==> config.mk <==
export PLATFORM = sky130hd
export DESIGN_NAME = ppu_top
export DESIGN_NICKNAME = d
export VERILOG_FILES = /design/src/design/ppu_pkg.sv /design/src/design/ppu_regs.sv /design/src/design/ppu_line_timer.sv /design/src/design/ppu_bg_fetcher.sv /design/src/design/ppu_tile_shifter.sv /design/src/design/ppu_pixel_out.sv /design/src/design/ppu_top.sv
export VERILOG_INCLUDE_DIRS = /design/src /design/src/design
export SDC_FILE = /design/constraint.sdc
export NUM_CORES = 1
export LEC_CHECK = 0
export ABC_AREA = 1
export ABC_CLOCK_PERIOD_IN_PS = 2200
export BUFFER_PORTS_ARGS = -buffer_cell sky130_fd_sc_hd__buf_2
export CAP_MARGIN = 0
export CORE_UTILIZATION = 45
export DETAILED_ROUTE_END_ITERATION = 6
export GPL_ROUTABILITY_DRIVEN = 0
export PLACE_DENSITY = 0.66
export SLEW_MARGIN = 15
export SYNTH_ARGS = -nofsm -noshare
export SYNTH_HDL_FRONTEND = slang
export SYNTH_SLANG_ARGS = --single-unit
==> constraint.sdc <==
create_clock -name clk -period 2.2 [get_ports clk]
set_input_delay 0.33 -clock clk [delete_from_list [all_inputs] [get_ports clk]]
set_output_delay 0.33 -clock clk [all_outputs]
set_load 0.02 [all_outputs]
==> src/design/ppu_defines.svh <==
// PPU defines: register addresses, video memory bases and scanline geometry
`ifndef PPU_DEFINES_SVH
`define PPU_DEFINES_SVH

// CPU-visible register map
`define PPU_ADDR_LCDC 16'hFF40
`define PPU_ADDR_STAT 16'hFF41
`define PPU_ADDR_SCY  16'hFF42
`define PPU_ADDR_SCX  16'hFF43
`define PPU_ADDR_LY   16'hFF44  // read only
`define PPU_ADDR_LYC  16'hFF45
`define PPU_ADDR_BGP  16'hFF47

`define PPU_TILE_BASE_0 16'h8000  // unsigned tile numbers
`define PPU_TILE_BASE_1 16'h9000  // signed tile numbers
`define PPU_MAP_BASE_0  16'h9800
`define PPU_MAP_BASE_1  16'h9C00

`define PPU_DOTS_PER_LINE (9'd456)
`define PPU_SCAN_DOTS     (9'd80)
`define PPU_VISIBLE_LINES (8'd144)
`define PPU_LAST_LINE     (8'd153)
`define PPU_LINE_PIXELS   (8'd160)

`endif

==> src/design/ppu_pkg.sv <==
// PPU package: mode encoding and the packed types shared between blocks
package ppu_pkg;

    // encoding matches the STAT mode field
    typedef enum logic [1:0] {
        mode_hblank = 2'd0,
        mode_vblank = 2'd1,
        mode_scan   = 2'd2,
        mode_draw   = 2'd3
    } ppu_mode_t;

    typedef struct packed {
        logic       enable;     // bit 7, display on
        logic [1:0] rsvd_hi;    // window bits, not implemented
        logic       tile_sel;   // bit 4, 1 selects 8000 unsigned
        logic       map_sel;    // bit 3, 1 selects 9C00
        logic [1:0] rsvd_lo;    // sprite bits, not implemented
        logic       bg_enable;  // bit 0
    } lcd_ctrl_t;

    typedef struct packed {
        logic [7:0] scy;
        logic [7:0] scx;
    } scroll_t;

    typedef struct packed {
        logic [15:0] addr;
        logic        wr;
        logic        rd;
        logic [7:0]  wdata;
    } mmio_bus_t;

    typedef struct packed {
        logic        rd;
        logic [15:0] addr;
    } vram_req_t;

    typedef struct packed {
        logic [7:0] plane_lo;
        logic [7:0] plane_hi;
    } tile_row_t;

endpackage

==> src/design/ppu_regs.sv <==
// PPU register file: CPU writes, read-back mux, STAT fields and interrupt lines
`timescale 1ns/1ns
`include "ppu_defines.svh"

module ppu_regs (
    input  logic                clk,
    input  logic                rst,
    input  ppu_pkg::mmio_bus_t  mmio,
    output logic [7:0]          rdata,
    input  logic [7:0]          ly,
    input  ppu_pkg::ppu_mode_t  mode,
    output ppu_pkg::lcd_ctrl_t  ctrl,
    output ppu_pkg::scroll_t    scroll,
    output logic [7:0]          lyc,
    output logic                irq_vblank,
    output logic                irq_stat
);

    logic [3:0] stat_en;    // STAT bits 6..3
    logic [7:0] bgp;        // palette, read-back only
    logic       ly_match;

    assign ly_match = (ly == lyc);

    always_ff @(posedge clk) begin
        if (rst) begin
            ctrl    <= '0;
            stat_en <= '0;
            scroll  <= '0;
            lyc     <= '0;
            bgp     <= '0;
        end else if (mmio.wr) begin
            case (mmio.addr)
                `PPU_ADDR_LCDC: ctrl       <= ppu_pkg::lcd_ctrl_t'(mmio.wdata);
                `PPU_ADDR_STAT: stat_en    <= mmio.wdata[6:3];  // low bits are status
                `PPU_ADDR_SCY:  scroll.scy <= mmio.wdata;
                `PPU_ADDR_SCX:  scroll.scx <= mmio.wdata;
                `PPU_ADDR_LYC:  lyc        <= mmio.wdata;
                `PPU_ADDR_BGP:  bgp        <= mmio.wdata;
                default: ;                                      // LY and others ignore writes
            endcase
        end
    end

    always_comb begin
        case (mmio.addr)
            `PPU_ADDR_LCDC: rdata = ctrl;
            `PPU_ADDR_STAT: rdata = {1'b1, stat_en, ly_match, mode};
            `PPU_ADDR_SCY:  rdata = scroll.scy;
            `PPU_ADDR_SCX:  rdata = scroll.scx;
            `PPU_ADDR_LY:   rdata = ly;
            `PPU_ADDR_LYC:  rdata = lyc;
            `PPU_ADDR_BGP:  rdata = bgp;
            default:        rdata = 8'hFF;  // open bus
        endcase
    end

    assign irq_vblank = (mode == ppu_pkg::mode_vblank);

    // each STAT source gated by its enable bit
    assign irq_stat = (stat_en[3] & ly_match)
                    | (stat_en[0] & (mode == ppu_pkg::mode_hblank))
                    | (stat_en[1] & (mode == ppu_pkg::mode_vblank))
                    | (stat_en[2] & (mode == ppu_pkg::mode_scan));

endmodule

==> src/design/ppu_line_timer.sv <==
// PPU line timer: dot and line counters with the scan/draw/hblank/vblank sequence
`timescale 1ns/1ns
`include "ppu_defines.svh"

module ppu_line_timer (
    input  logic                clk,
    input  logic                rst,
    input  logic                enable,
    input  logic                draw_done,
    output logic [7:0]          ly,
    output ppu_pkg::ppu_mode_t  mode,
    output logic                line_start
);

    logic [8:0] dot;
    logic [7:0] ly_next;
    logic       line_end;

    assign line_end = (dot == `PPU_DOTS_PER_LINE - 9'd1);
    assign ly_next  = (ly == `PPU_LAST_LINE) ? 8'd0 : ly + 8'd1;

    always_ff @(posedge clk) begin
        if (rst || !enable) begin
            dot        <= '0;   // display off parks at the top of the frame
            ly         <= '0;
            mode       <= ppu_pkg::mode_scan;
            line_start <= 1'b0;
        end else begin
            line_start <= 1'b0;
            if (line_end) begin
                dot  <= '0;
                ly   <= ly_next;
                mode <= (ly_next < `PPU_VISIBLE_LINES) ? ppu_pkg::mode_scan
                                                        : ppu_pkg::mode_vblank;
            end else begin
                dot <= dot + 9'd1;
                case (mode)
                    ppu_pkg::mode_scan: begin
                        if (dot == `PPU_SCAN_DOTS - 9'd1) begin
                            mode       <= ppu_pkg::mode_draw;
                            line_start <= 1'b1;     // high on dot 80
                        end
                    end
                    ppu_pkg::mode_draw: begin
                        if (draw_done) begin
                            mode <= ppu_pkg::mode_hblank;
                        end
                    end
                    default: ;                      // hblank and vblank run to line end
                endcase
            end
        end
    end

endmodule

==> src/design/ppu_bg_fetcher.sv <==
// PPU background fetcher: reads tile map entries and tile row bytes from VRAM
`timescale 1ns/1ns
`include "ppu_defines.svh"

module ppu_bg_fetcher (
    input  logic                clk,
    input  logic                rst,
    input  logic                line_start,
    input  ppu_pkg::lcd_ctrl_t  ctrl,
    input  ppu_pkg::scroll_t    scroll,
    input  logic [7:0]          ly,
    output ppu_pkg::vram_req_t  vram,
    input  logic [7:0]          vram_data,
    input  logic                row_free,
    output logic                row_wr,
    output ppu_pkg::tile_row_t  row
);

    localparam int TILES_PER_LINE = 21;

    typedef enum logic [2:0] {
        st_idle,
        st_map_rd,
        st_map_wait,
        st_lo_rd,
        st_lo_wait,
        st_hi_rd,
        st_hi_wait,
        st_hold
    } fetch_state_t;

    fetch_state_t state;
    logic [4:0]   col;          // tile column in the map, wraps at 32
    logic [4:0]   tiles;        // rows handed over this line
    logic [7:0]   tile_num;
    logic [7:0]   ypos;
    logic [15:0]  map_addr;
    logic [15:0]  tile_base;
    logic [15:0]  tile_off;
    logic [15:0]  tile_addr;
    logic         hi_sel;
    logic         last_tile;
    logic         advance;

    assign ypos      = ly + scroll.scy;
    assign map_addr  = (ctrl.map_sel ? `PPU_MAP_BASE_1 : `PPU_MAP_BASE_0)
                     + {6'd0, ypos[7:3], col};
    assign tile_base = ctrl.tile_sel ? `PPU_TILE_BASE_0 : `PPU_TILE_BASE_1;
    assign tile_off  = {{4{tile_num[7] & ~ctrl.tile_sel}}, tile_num, 4'd0};  // x16, signed at 9000
    assign hi_sel    = (state == st_hi_rd);
    assign tile_addr = tile_base + tile_off + {12'd0, ypos[2:0], hi_sel};

    assign last_tile = (tiles == 5'(TILES_PER_LINE - 1));
    assign advance   = (state == st_hold) && row_free && !line_start;
    assign row_wr    = advance;

    always_comb begin
        vram.rd   = 1'b0;
        vram.addr = tile_addr;
        case (state)
            st_map_rd: begin
                vram.rd   = 1'b1;
                vram.addr = map_addr;
            end
            st_lo_rd, st_hi_rd: vram.rd = 1'b1;
            st_hold: begin
                vram.rd   = advance && !last_tile;  // next map read overlaps the handover
                vram.addr = map_addr;
            end
            default: ;
        endcase
    end

    always_ff @(posedge clk) begin
        if (rst) begin
            state <= st_idle;
            col   <= '0;
            tiles <= '0;
        end else if (line_start) begin
            state <= st_map_rd;
            col   <= scroll.scx[7:3];   // coarse scroll only
            tiles <= '0;
        end else begin
            case (state)
                st_map_rd:   state <= st_map_wait;
                st_map_wait: begin
                    col   <= col + 5'd1;
                    state <= st_lo_rd;
                end
                st_lo_rd:    state <= st_lo_wait;
                st_lo_wait:  state <= st_hi_rd;
                st_hi_rd:    state <= st_hi_wait;
                st_hi_wait:  state <= st_hold;
                st_hold: begin
                    if (advance) begin
                        tiles <= tiles + 5'd1;
                        state <= last_tile ? st_idle : st_map_wait;
                    end
                end
                default: ;
            endcase
        end
    end

    // data returns one cycle after each read
    always_ff @(posedge clk) begin
        case (state)
            st_map_wait: tile_num     <= vram_data;
            st_lo_wait:  row.plane_lo <= vram_data;
            st_hi_wait:  row.plane_hi <= vram_data;
            default: ;
        endcase
    end

endmodule

==> src/design/ppu_tile_shifter.sv <==
// PPU tile shifter: one pending tile row and one active row shifted out per pixel
`timescale 1ns/1ns

module ppu_tile_shifter (
    input  logic                clk,
    input  logic                rst,
    input  logic                line_start,
    input  logic                row_wr,
    input  ppu_pkg::tile_row_t  row,
    output logic                row_free,
    input  logic                pop,
    output logic                pix_ok,
    output logic [1:0]          pix
);

    ppu_pkg::tile_row_t pend;
    ppu_pkg::tile_row_t act;
    logic               pend_valid;
    logic [3:0]         remain;     // pixels left in the active row
    logic               drain;

    assign drain    = (remain == 4'd0) || (pop && remain == 4'd1);
    assign row_free = !pend_valid;
    assign pix_ok   = (remain != 4'd0);
    assign pix      = {act.plane_hi[7], act.plane_lo[7]};

    always_ff @(posedge clk) begin
        if (rst || line_start) begin
            pend_valid <= 1'b0;
            remain     <= '0;
        end else if (drain && pend_valid) begin
            pend_valid <= 1'b0;     // pending moves in on the same edge
            remain     <= 4'd8;
        end else begin
            if (pop) begin
                remain <= remain - 4'd1;
            end
            if (row_wr) begin
                pend_valid <= 1'b1;
            end
        end
    end

    always_ff @(posedge clk) begin
        if (row_wr) begin
            pend <= row;
        end
        if (drain && pend_valid) begin
            act <= pend;
        end else if (pop) begin
            act.plane_lo <= {act.plane_lo[6:0], 1'b0};
            act.plane_hi <= {act.plane_hi[6:0], 1'b0};
        end
    end

endmodule

==> src/design/ppu_pixel_out.sv <==
// PPU pixel output: pops background pixels, counts x and signals the end of draw
`timescale 1ns/1ns
`include "ppu_defines.svh"

module ppu_pixel_out (
    input  logic       clk,
    input  logic       rst,
    input  logic       line_start,
    input  logic       in_draw,
    input  logic       bg_enable,
    input  logic       pix_ok,
    input  logic [1:0] pix,
    output logic       pop,
    output logic [1:0] px,
    output logic       px_valid,
    output logic       draw_done
);

    logic [7:0] x;      // pixels emitted on this line

    // leftovers from a cut-short line must not leak out on line_start
    assign pop = in_draw && pix_ok && !line_start && (x < `PPU_LINE_PIXELS);

    always_ff @(posedge clk) begin
        if (rst) begin
            x         <= '0;
            px_valid  <= 1'b0;
            draw_done <= 1'b0;
        end else begin
            px_valid  <= pop;
            draw_done <= pop && (x == `PPU_LINE_PIXELS - 8'd1);
            if (line_start) begin
                x <= '0;
            end else if (pop) begin
                x <= x + 8'd1;
            end
        end
    end

    always_ff @(posedge clk) begin
        px <= bg_enable ? pix : 2'b00;  // disabled background is colour 0
    end

endmodule

==> src/design/ppu_top.sv <==
// PPU top level: register file, line timer and the background pixel pipeline
`timescale 1ns/1ns

module ppu_top (
    input  logic                clk,
    input  logic                rst,
    input  ppu_pkg::mmio_bus_t  mmio,
    output logic [7:0]          rdata,
    output ppu_pkg::vram_req_t  vram,
    input  logic [7:0]          vram_data,
    output ppu_pkg::ppu_mode_t  mode,
    output logic                irq_vblank,
    output logic                irq_stat,
    output logic [1:0]          px,
    output logic                px_valid
);

    ppu_pkg::lcd_ctrl_t ctrl;
    ppu_pkg::scroll_t   scroll;
    ppu_pkg::tile_row_t row;
    logic [7:0]         ly;
    logic               line_start;
    logic               draw_done;
    logic               row_wr;
    logic               row_free;
    logic               pop;
    logic               pix_ok;
    logic [1:0]         pix;

    ppu_regs regs0 (
        .clk(clk), .rst(rst), .mmio(mmio), .rdata(rdata), .ly(ly), .mode(mode),
        .ctrl(ctrl), .scroll(scroll), .lyc(),
        .irq_vblank(irq_vblank), .irq_stat(irq_stat)
    );

    ppu_line_timer timer0 (
        .clk(clk), .rst(rst), .enable(ctrl.enable), .draw_done(draw_done),
        .ly(ly), .mode(mode), .line_start(line_start)
    );

    ppu_bg_fetcher fetch0 (
        .clk(clk), .rst(rst), .line_start(line_start), .ctrl(ctrl), .scroll(scroll),
        .ly(ly), .vram(vram), .vram_data(vram_data),
        .row_free(row_free), .row_wr(row_wr), .row(row)
    );

    ppu_tile_shifter shift0 (
        .clk(clk), .rst(rst), .line_start(line_start), .row_wr(row_wr), .row(row),
        .row_free(row_free), .pop(pop), .pix_ok(pix_ok), .pix(pix)
    );

    ppu_pixel_out pixout0 (
        .clk(clk), .rst(rst), .line_start(line_start),
        .in_draw(mode == ppu_pkg::mode_draw), .bg_enable(ctrl.bg_enable),
        .pix_ok(pix_ok), .pix(pix), .pop(pop), .px(px), .px_valid(px_valid),
        .draw_done(draw_done)
    );

endmodule

==> results of run 1 <==
-- placed cells by master (no fill, tap or decap), types with 8 or more instances in the layout --
cell type / netlist / routed
xor2_1: 16 / 15
nand2_1: 182 / 182
inv_8: 0 / 8
dfxtp_1: 94 / 81
nand3_1: 72 / 69
ha_1: 16 / 10
clkbuf_16: 0 / 17
nand4_1: 8 / 8
o21ai_1: 12 / 16
buf_4: 7 / 24
edfxtp_1: 56 / 56
nor2_4: 9 / 9
o21ai_0: 59 / 55
nor2_1: 85 / 83
dfxtp_2: 0 / 8
inv_2: 10 / 12
buf_2: 6 / 59
nand2_2: 8 / 8
inv_1: 116 / 113
a21oi_1: 61 / 60
-- routing by layer --
layer	GRT usage, %	share of wire [%]	up-vias
li1	-	-	3120
met1	28.0	45	2861
met2	37.5	48	156
met3	5.17	4.4	40
met4	8.76	2.7	0
met5	0	0	-
-- critical path, delay by kind of cell, from the launching register on --
family	cells	cell delay, ps
compound gates	1	80
xor+xnor	1	170
fa+ha+maj	2	510
buf+inv	3	260
flops	1	360
simple gates	2	180
-- registers in the layout, indices dropped and copies added (netlist names), 3 cells and up --
name / cells
fetch0.row: 16
regs0.scroll: 16
shift0.pend: 16
shift0.act: 14
timer0.dot: 9
fetch0.tile_num: 8
pixout0.x: 8
regs0.bgp: 8
regs0.ctrl: 8
regs0.lyc: 8
timer0.ly: 8
fetch0.col: 5
fetch0.tiles: 5
regs0.stat_en: 4
shift0.remain: 4
fetch0.state: 3
-- cell type report --
cell class | instances | area (sq um)
multi-input cells | 596 | 3320
repair buffers | 88 | 532
fillers | 1494 | 7090
well taps | 216 | 270
clock buffers | 17 | 425
clock inverters | 15 | 223
inverters | 129 | 493
flip-flops and latches | 150 | 3590
-- timing repair --
| action | 4_1_cts | 5_1_grt |
|---|---|---|
| setup buffers | 2 | 4 |
| setup endpoints to repair | 8 | 12 |
| gates resized for setup | 38 | 15 |
| pin swaps | 16 | 14 |
-- Yosys cell counts (all sizes together), types with 6 or more instances --
| cell | count |
|---|---|
| dfxtp | 94 |
| nand2 | 192 |
| nor2 | 101 |
| a21oi | 61 |
| clkbuf | 6 |
| inv | 126 |
| ha | 16 |
| nand3 | 76 |
| nor3 | 12 |
| o22ai | 7 |
| buf | 16 |
| nand4 | 14 |
| edfxtp | 56 |
| o21ai | 72 |
| xor2 | 16 |
| a31oi | 7 |
-- cell families after synthesis --
family                   Yosys count
AO/OA/AOI/OAI                    154
XOR/XNOR                          17
adder cells (fa/ha/maj)           17
buffers and inverters            151
flip-flops                       150
other                              2
AND/OR/NAND/NOR                  405
-- where the power goes --
group,switching [mW],total [mW],internal (mW)
Clock,1.33,3.19,1.86
Combinational,0.252,0.367,0.115
Sequential,0.0170,2.90,2.89
Total,1.59,6.46,4.86
-- worst max-delay path by stage --
stage | end | from | depth (start not counted) | slack (ps)
after CTS | vram[8] | regs0.scroll[8] | 9 | -130
after global routing | vram[8] | timer0.ly[0] | 9 | -190
final | vram[8] | timer0.ly[0] | 9 | -130
after detailed placement | rdata[0] | mmio[15] | 11 | 120
after global placement | rdata[0] | mmio[14] | 11 | 140
after floorplan | vram[8] | timer0.ly[0] | 8 | 60
-- stage by stage --
stage	utilization (%)	instances
finish	55.5	1211
global route	55.5	1211
CTS	55.0	1207
detailed placement	50.0	1173
global placement	50.0	1173
floorplan	-	897
==> flow_summary.ini, run 1 <==
[timing]
finalSetupViolations = 5
report.final.slew_viol_count = 0
setup-tns-final_ps = -386
maxClockFrequency_mhz = 429
finalHoldViolations = 0
grt_setup_unrepaired = yes
maxSlewHeadroom_pct = 57.4
post-route-worst-setup-slack_ps = -131
layout_worst_path_cycle_share_pct = 106
tightest_slew_ps = 637
holdWs_ps = 110
skew_ps = 12.3
final.min_clock_period_ps = 2330

[drt]
wl_mm = 17.7
route.detailed.wl_per_inst_um = 14.6
route.detailed.vias_per_inst = 5.10
via_count = 6177
first_pass_iters = 5
drt-initial-drc-count = 421
number_of_remaining_drc_errors = 0
drtAntennaViolNets = 0

[critical_path]
reg2reg_setup_slack_ps = 290
reg2reg_depth = 8
crit_path_start_kind = flip-flop
crit_path_capture_type = output port
slowest_stage = dfxtp_2
cp_slowest_stage_delay_ps = 360
timing_worst_setup_path_type = reg -> out
worstReg2RegEnd = shift0.pix[0]
required_ps = 1870
worst_r2r_startpoint = shift0.remain[0]
arrival_ps = 2000
path_cells = ha_4 -> inv_2 -> fa_2 -> inv_2 -> nand4_1 -> nand3_1 -> xor2_1 -> o21ai_1 -> buf_4
cpMostUsedCell = inv_2
crit_path_max_fanout = 2

[clock_network]
tritoncts.num_buffers = 17
cts.htree.levels = 4
cts.path.max_buffers = 2
cts_tree = done
worst_skew_pair.late_latency_ps = 440
post_cts_hold_buffer_count = 0
cts_root_buf = clkbuf_16
cts.clk_slew.worst_paths_ps = 70
tritoncts_num_sinks = 150

[floorplan]
floorplan.core_area_sq_um = 15900
design.die.area_sq_um = 16900
floorplan.die.height_um = 130
die_w_um = 130
core.rowCount = 46
io_pins = 68
floorplan.initialDensity_pct = 46.3

[logic_synthesis]
syn-cell-area_sq_um = 7380
syn-instance-count = 896
mux_share_of_post_synthesis_cell_area_pct = 0
largest_family_of_logic_cells_by_synthesized_area = simple AND/OR/NAND/NOR gates
synth-adder-area-share_pct = 2.98
post_synth_xor_area_fraction_pct = 2.02
unique_cell_type_count_in_the_yosys_netlist = 49
yosys_register_bits = 150
postSynth.asyncResetShare_pct = 0
postSynthAreaPerCell_sq_um = 8.24
synth_compound_area_share_pct = 11.1
dominantRegCellSynth = dfxtp_1
yosysWarningCount = 0
yosysSeqAreaShare_pct = 48.3
area_share_of_the_largest_cell_type_after_synthesis_pct = 25.5
synth_edf_count = 56
yosysTopAreaCell = dfxtp_1
synthSimpleGateAreaFrac_pct = 27.0
post_synth_main_area_contributors = dfxtp_1 (25%), edfxtp_1 (23%), nand2_1 (9.3%), inv_1 (5.9%), nand3_1 (4.9%)

[finish]
final_nets = 1035
num_antenna_cells = 0
final_cell_area_sq_um = 8850
flow.area_growth_from_synthesis_pct = 19.9
drive_above_1_share_pct = 20.9

[grt]
grt_antenna_before_repair = 0
first_pass_grt_wire_length_mm = 28.7
grt_pass1_vias = 5835
grtUsageTotal_pct = 22.4
overflow = 0
grt_start_max_net_pins = 47

[placement]
detailed_place_hpwl_mm = 12.8
dpl-instance-area_sq_um = 7980
detailedPlace.worstSlack_ps = 122
port-buffer-count = 63

[worst_hold_path]
hold_path.class = in -> reg
worst_hold_startpoint = vram_data[1]
min_delay_worst_endpoint = fetch0.tile_num[1]
min_delay_path_depth = 1

[run_status]
failing_checks = setup timing
status = finished, violations left

[power_and_ir_drop]
ir_worst_vdd_v = 0.000584
power_density_nw_per_um2 = 730
p_leak_nw = 3.64
total_power_mw = 6.46

[flow_run]
max-cap-violations = 0
(Power assumes the default switching activity.)
==> run 2, diff against run 1 <==
- CTS_CLUSTER_SIZE: unset -> 8
- PLACE_DENSITY: 0.66 -> 0.76
==> run 2 against run 1 <==
Compared with the run above:
- the flow still finishes with violations (setup timing)
- critical endpoint unchanged
- combinational power fell by 3%
- cell area fell by 0.47%
- via count rose by 1.4%
- critical path depth fell by 1
- sequential share of layout area rose by 0.16 points
- utilization fell by 0.26 points
- largest cell class unchanged
==> flow_summary.ini, run 2 (synthesis results as in run 1) <==
[power_and_ir_drop]
cellInternalPower_mw = 4.53
power_frac_clock_pct = 46.1
power_frac_comb_pct = 5.9
ir_worst_vdd_v = 0.000545
power_density_nw_per_um2 = 687
sequentialPowerShare_pct = 48.0
power.switching_fraction_pct = 25.2
p_leak_nw = 3.61
p_switching_mw = 1.52
total_power_mw = 6.05

[finish]
num_antenna_cells = 0
top_regs = fetch0.row x16, regs0.scroll x16, shift0.pend x16
layout.filler_cells = 1412
seq_area_sq_um = 3590
final_cell_area_sq_um = 8810
final_nets = 1036
final_util_pct = 55.3
most_frequent_standard_cell_in_the_layout_excluding_fill_and_tap_cells = nand2_1
drive_above_1_share_pct = 21.3
multi_input_area_sq_um = 3350
flow.area_growth_from_synthesis_pct = 19.4
top_library_cells_by_usage_in_the_layout_fill_and_taps_aside = nand2_1 (180), inv_1 (113), nor2_1 (84)

[worst_hold_path]
worst_hold_startpoint = vram_data[3]
hold_path.class = in -> reg
min_delay_worst_endpoint = fetch0.row[3]
min_delay_path_depth = 1

[timing]
report.final.slew_viol_count = 0
post-route-worst-setup-slack_ps = -165
maxClockFrequency_mhz = 423
tightest_slew_ps = 640
layout_worst_path_cycle_share_pct = 107
grt_setup_unrepaired = yes
final.min_clock_period_ps = 2360
finalSetupViolations = 5
skew_ps = 7.58
maxSlewHeadroom_pct = 57.2
finalHoldViolations = 0

[drt]
wl_mm = 17.6
route.detailed.vias_per_inst = 5.17
drtAntennaViolNets = 0
first_pass_iters = 5
route.detailed.wl_per_inst_um = 14.5
drt-initial-drc-count = 399
number_of_remaining_drc_errors = 0
via_count = 6266

[critical_path]
worst_r2r_startpoint = shift0.remain[0]
worstReg2RegEnd = shift0.act[11]
crit_buf_inv = 2
slowest_stage = dfxtp_1
crit_path_start_kind = flip-flop
arrival_ps = 2030
timing_worst_setup_path_type = reg -> out
worst-path-stages = 8
path_cells = ha_4 -> inv_1 -> o21ai_2 -> nand2_1 -> nand3_1 -> xor2_1 -> o21ai_1 -> buf_4
crit_path_capture_type = output port
reg2reg_setup_slack_ps = 290
cp_slowest_stage_delay_ps = 360
required_ps = 1870
crit_path_max_fanout = 4
reg2reg_depth = 8
cpLargestDelayFamily = flip-flops

[clock_network]
post_cts_hold_buffer_count = 0
cts_root_buf = clkbuf_16
tritoncts_num_sinks = 150
cts.clk_slew.worst_paths_ps = 70
tritoncts.num_buffers = 17
worst_skew_pair.late_latency_ps = 430
cts_tree = done
cts.htree.levels = 4
cts.path.max_buffers = 2

[floorplan]
io_pins = 68
die_w_um = 130
floorplan.core_area_sq_um = 15900
core.rowCount = 46
floorplan.initialDensity_pct = 46.3
design.die.area_sq_um = 16900
floorplan.die.height_um = 130

[grt]
grt_start_max_net_pins = 47
grtUsageTotal_pct = 21.2
overflow = 0
grt_antenna_before_repair = 0
first_pass_grt_wire_length_mm = 27.5
grt_pass1_vias = 5800

[placement]
dpl-instance-area_sq_um = 7960
detailed_place_hpwl_mm = 12.4
detailedPlace.worstSlack_ps = 142
port-buffer-count = 63

[flow_run]
max-cap-violations = 0

[run_status]
failing_checks = setup timing
status = finished, violations left
## run 2: cell count changes in the layout (fill, tap and decap cells not counted), sizes merged
cell,before,now
clkbuf,17,18
buf,88,89
clkinvlp,0,1
bufinv,3,0
clkinv,5,6
## run 2: power by group through the flow
stage	Combinational (mW)	Sequential [mW]	Clock (mW)
floorplan	0.213	2.97	0
global placement	0.324	2.97	0
detailed placement	0.332	2.97	0
CTS	0.343	2.91	2.83
global route	0.389	2.91	2.93
finish	0.355	2.91	2.79
## run 2: worst max-delay path by stage
| stage | from | end | slack (ps) |
|---|---|---|---|
| finish | regs0.scroll[11] | vram[8] | -160 |
| global route | regs0.scroll[11] | vram[8] | -250 |
| CTS | regs0.scroll[8] | vram[8] | -150 |
| detailed placement | regs0.scroll[8] | vram[8] | 140 |
| global placement | regs0.scroll[8] | vram[8] | 150 |
| floorplan | timer0.ly[0] | vram[8] | 60 |
## run 2: routing by layer
layer / up-vias / part of all wire, % / GRT usage [%]
li1: 3125 / - / -
met1: 2876 / 41 / 25.7
met2: 212 / 50 / 35.8
met3: 53 / 5.6 / 5.45
met4: 0 / 3.2 / 9.03
met5: - / 0 / 0
## run 2: area by class of cell
| class | instances | area share, % |
|---|---|---|
| Tap cell | 216 | 3.07 |
| Clock inverter | 14 | 1.48 |
| Clock buffer | 18 | 4.98 |
| Multi-Input combinational cell | 596 | 38.0 |
| Timing Repair Buffer | 89 | 6.12 |
| Inverter | 129 | 5.60 |
| Sequential cell | 150 | 40.7 |
## run 2: worst register-to-register path, cell delays in order (launching register included)
cell and delay (ps):
dfxtp_1 360, inv_1 80, ha_1 220, nand2_1 190, nand3_4 110, o21ai_4 160, nand2_4 150, nand2_1 100
buf_4 230
## run 2: metrics by stage
stage               TNS (ps)  hold WS (ps)  std cells
global route            -896           111       1212
finish                  -421           122       1212
CTS                     -497           105       1206
global placement           0           403       1171
floorplan                  0           400        897
detailed placement         0           405       1171
## run 2: what timing repair did
item,CTS,global route
buffers inserted,3,6
resized for setup,28,31
pin swaps,7,16
endpoints found under the setup margin,9,14
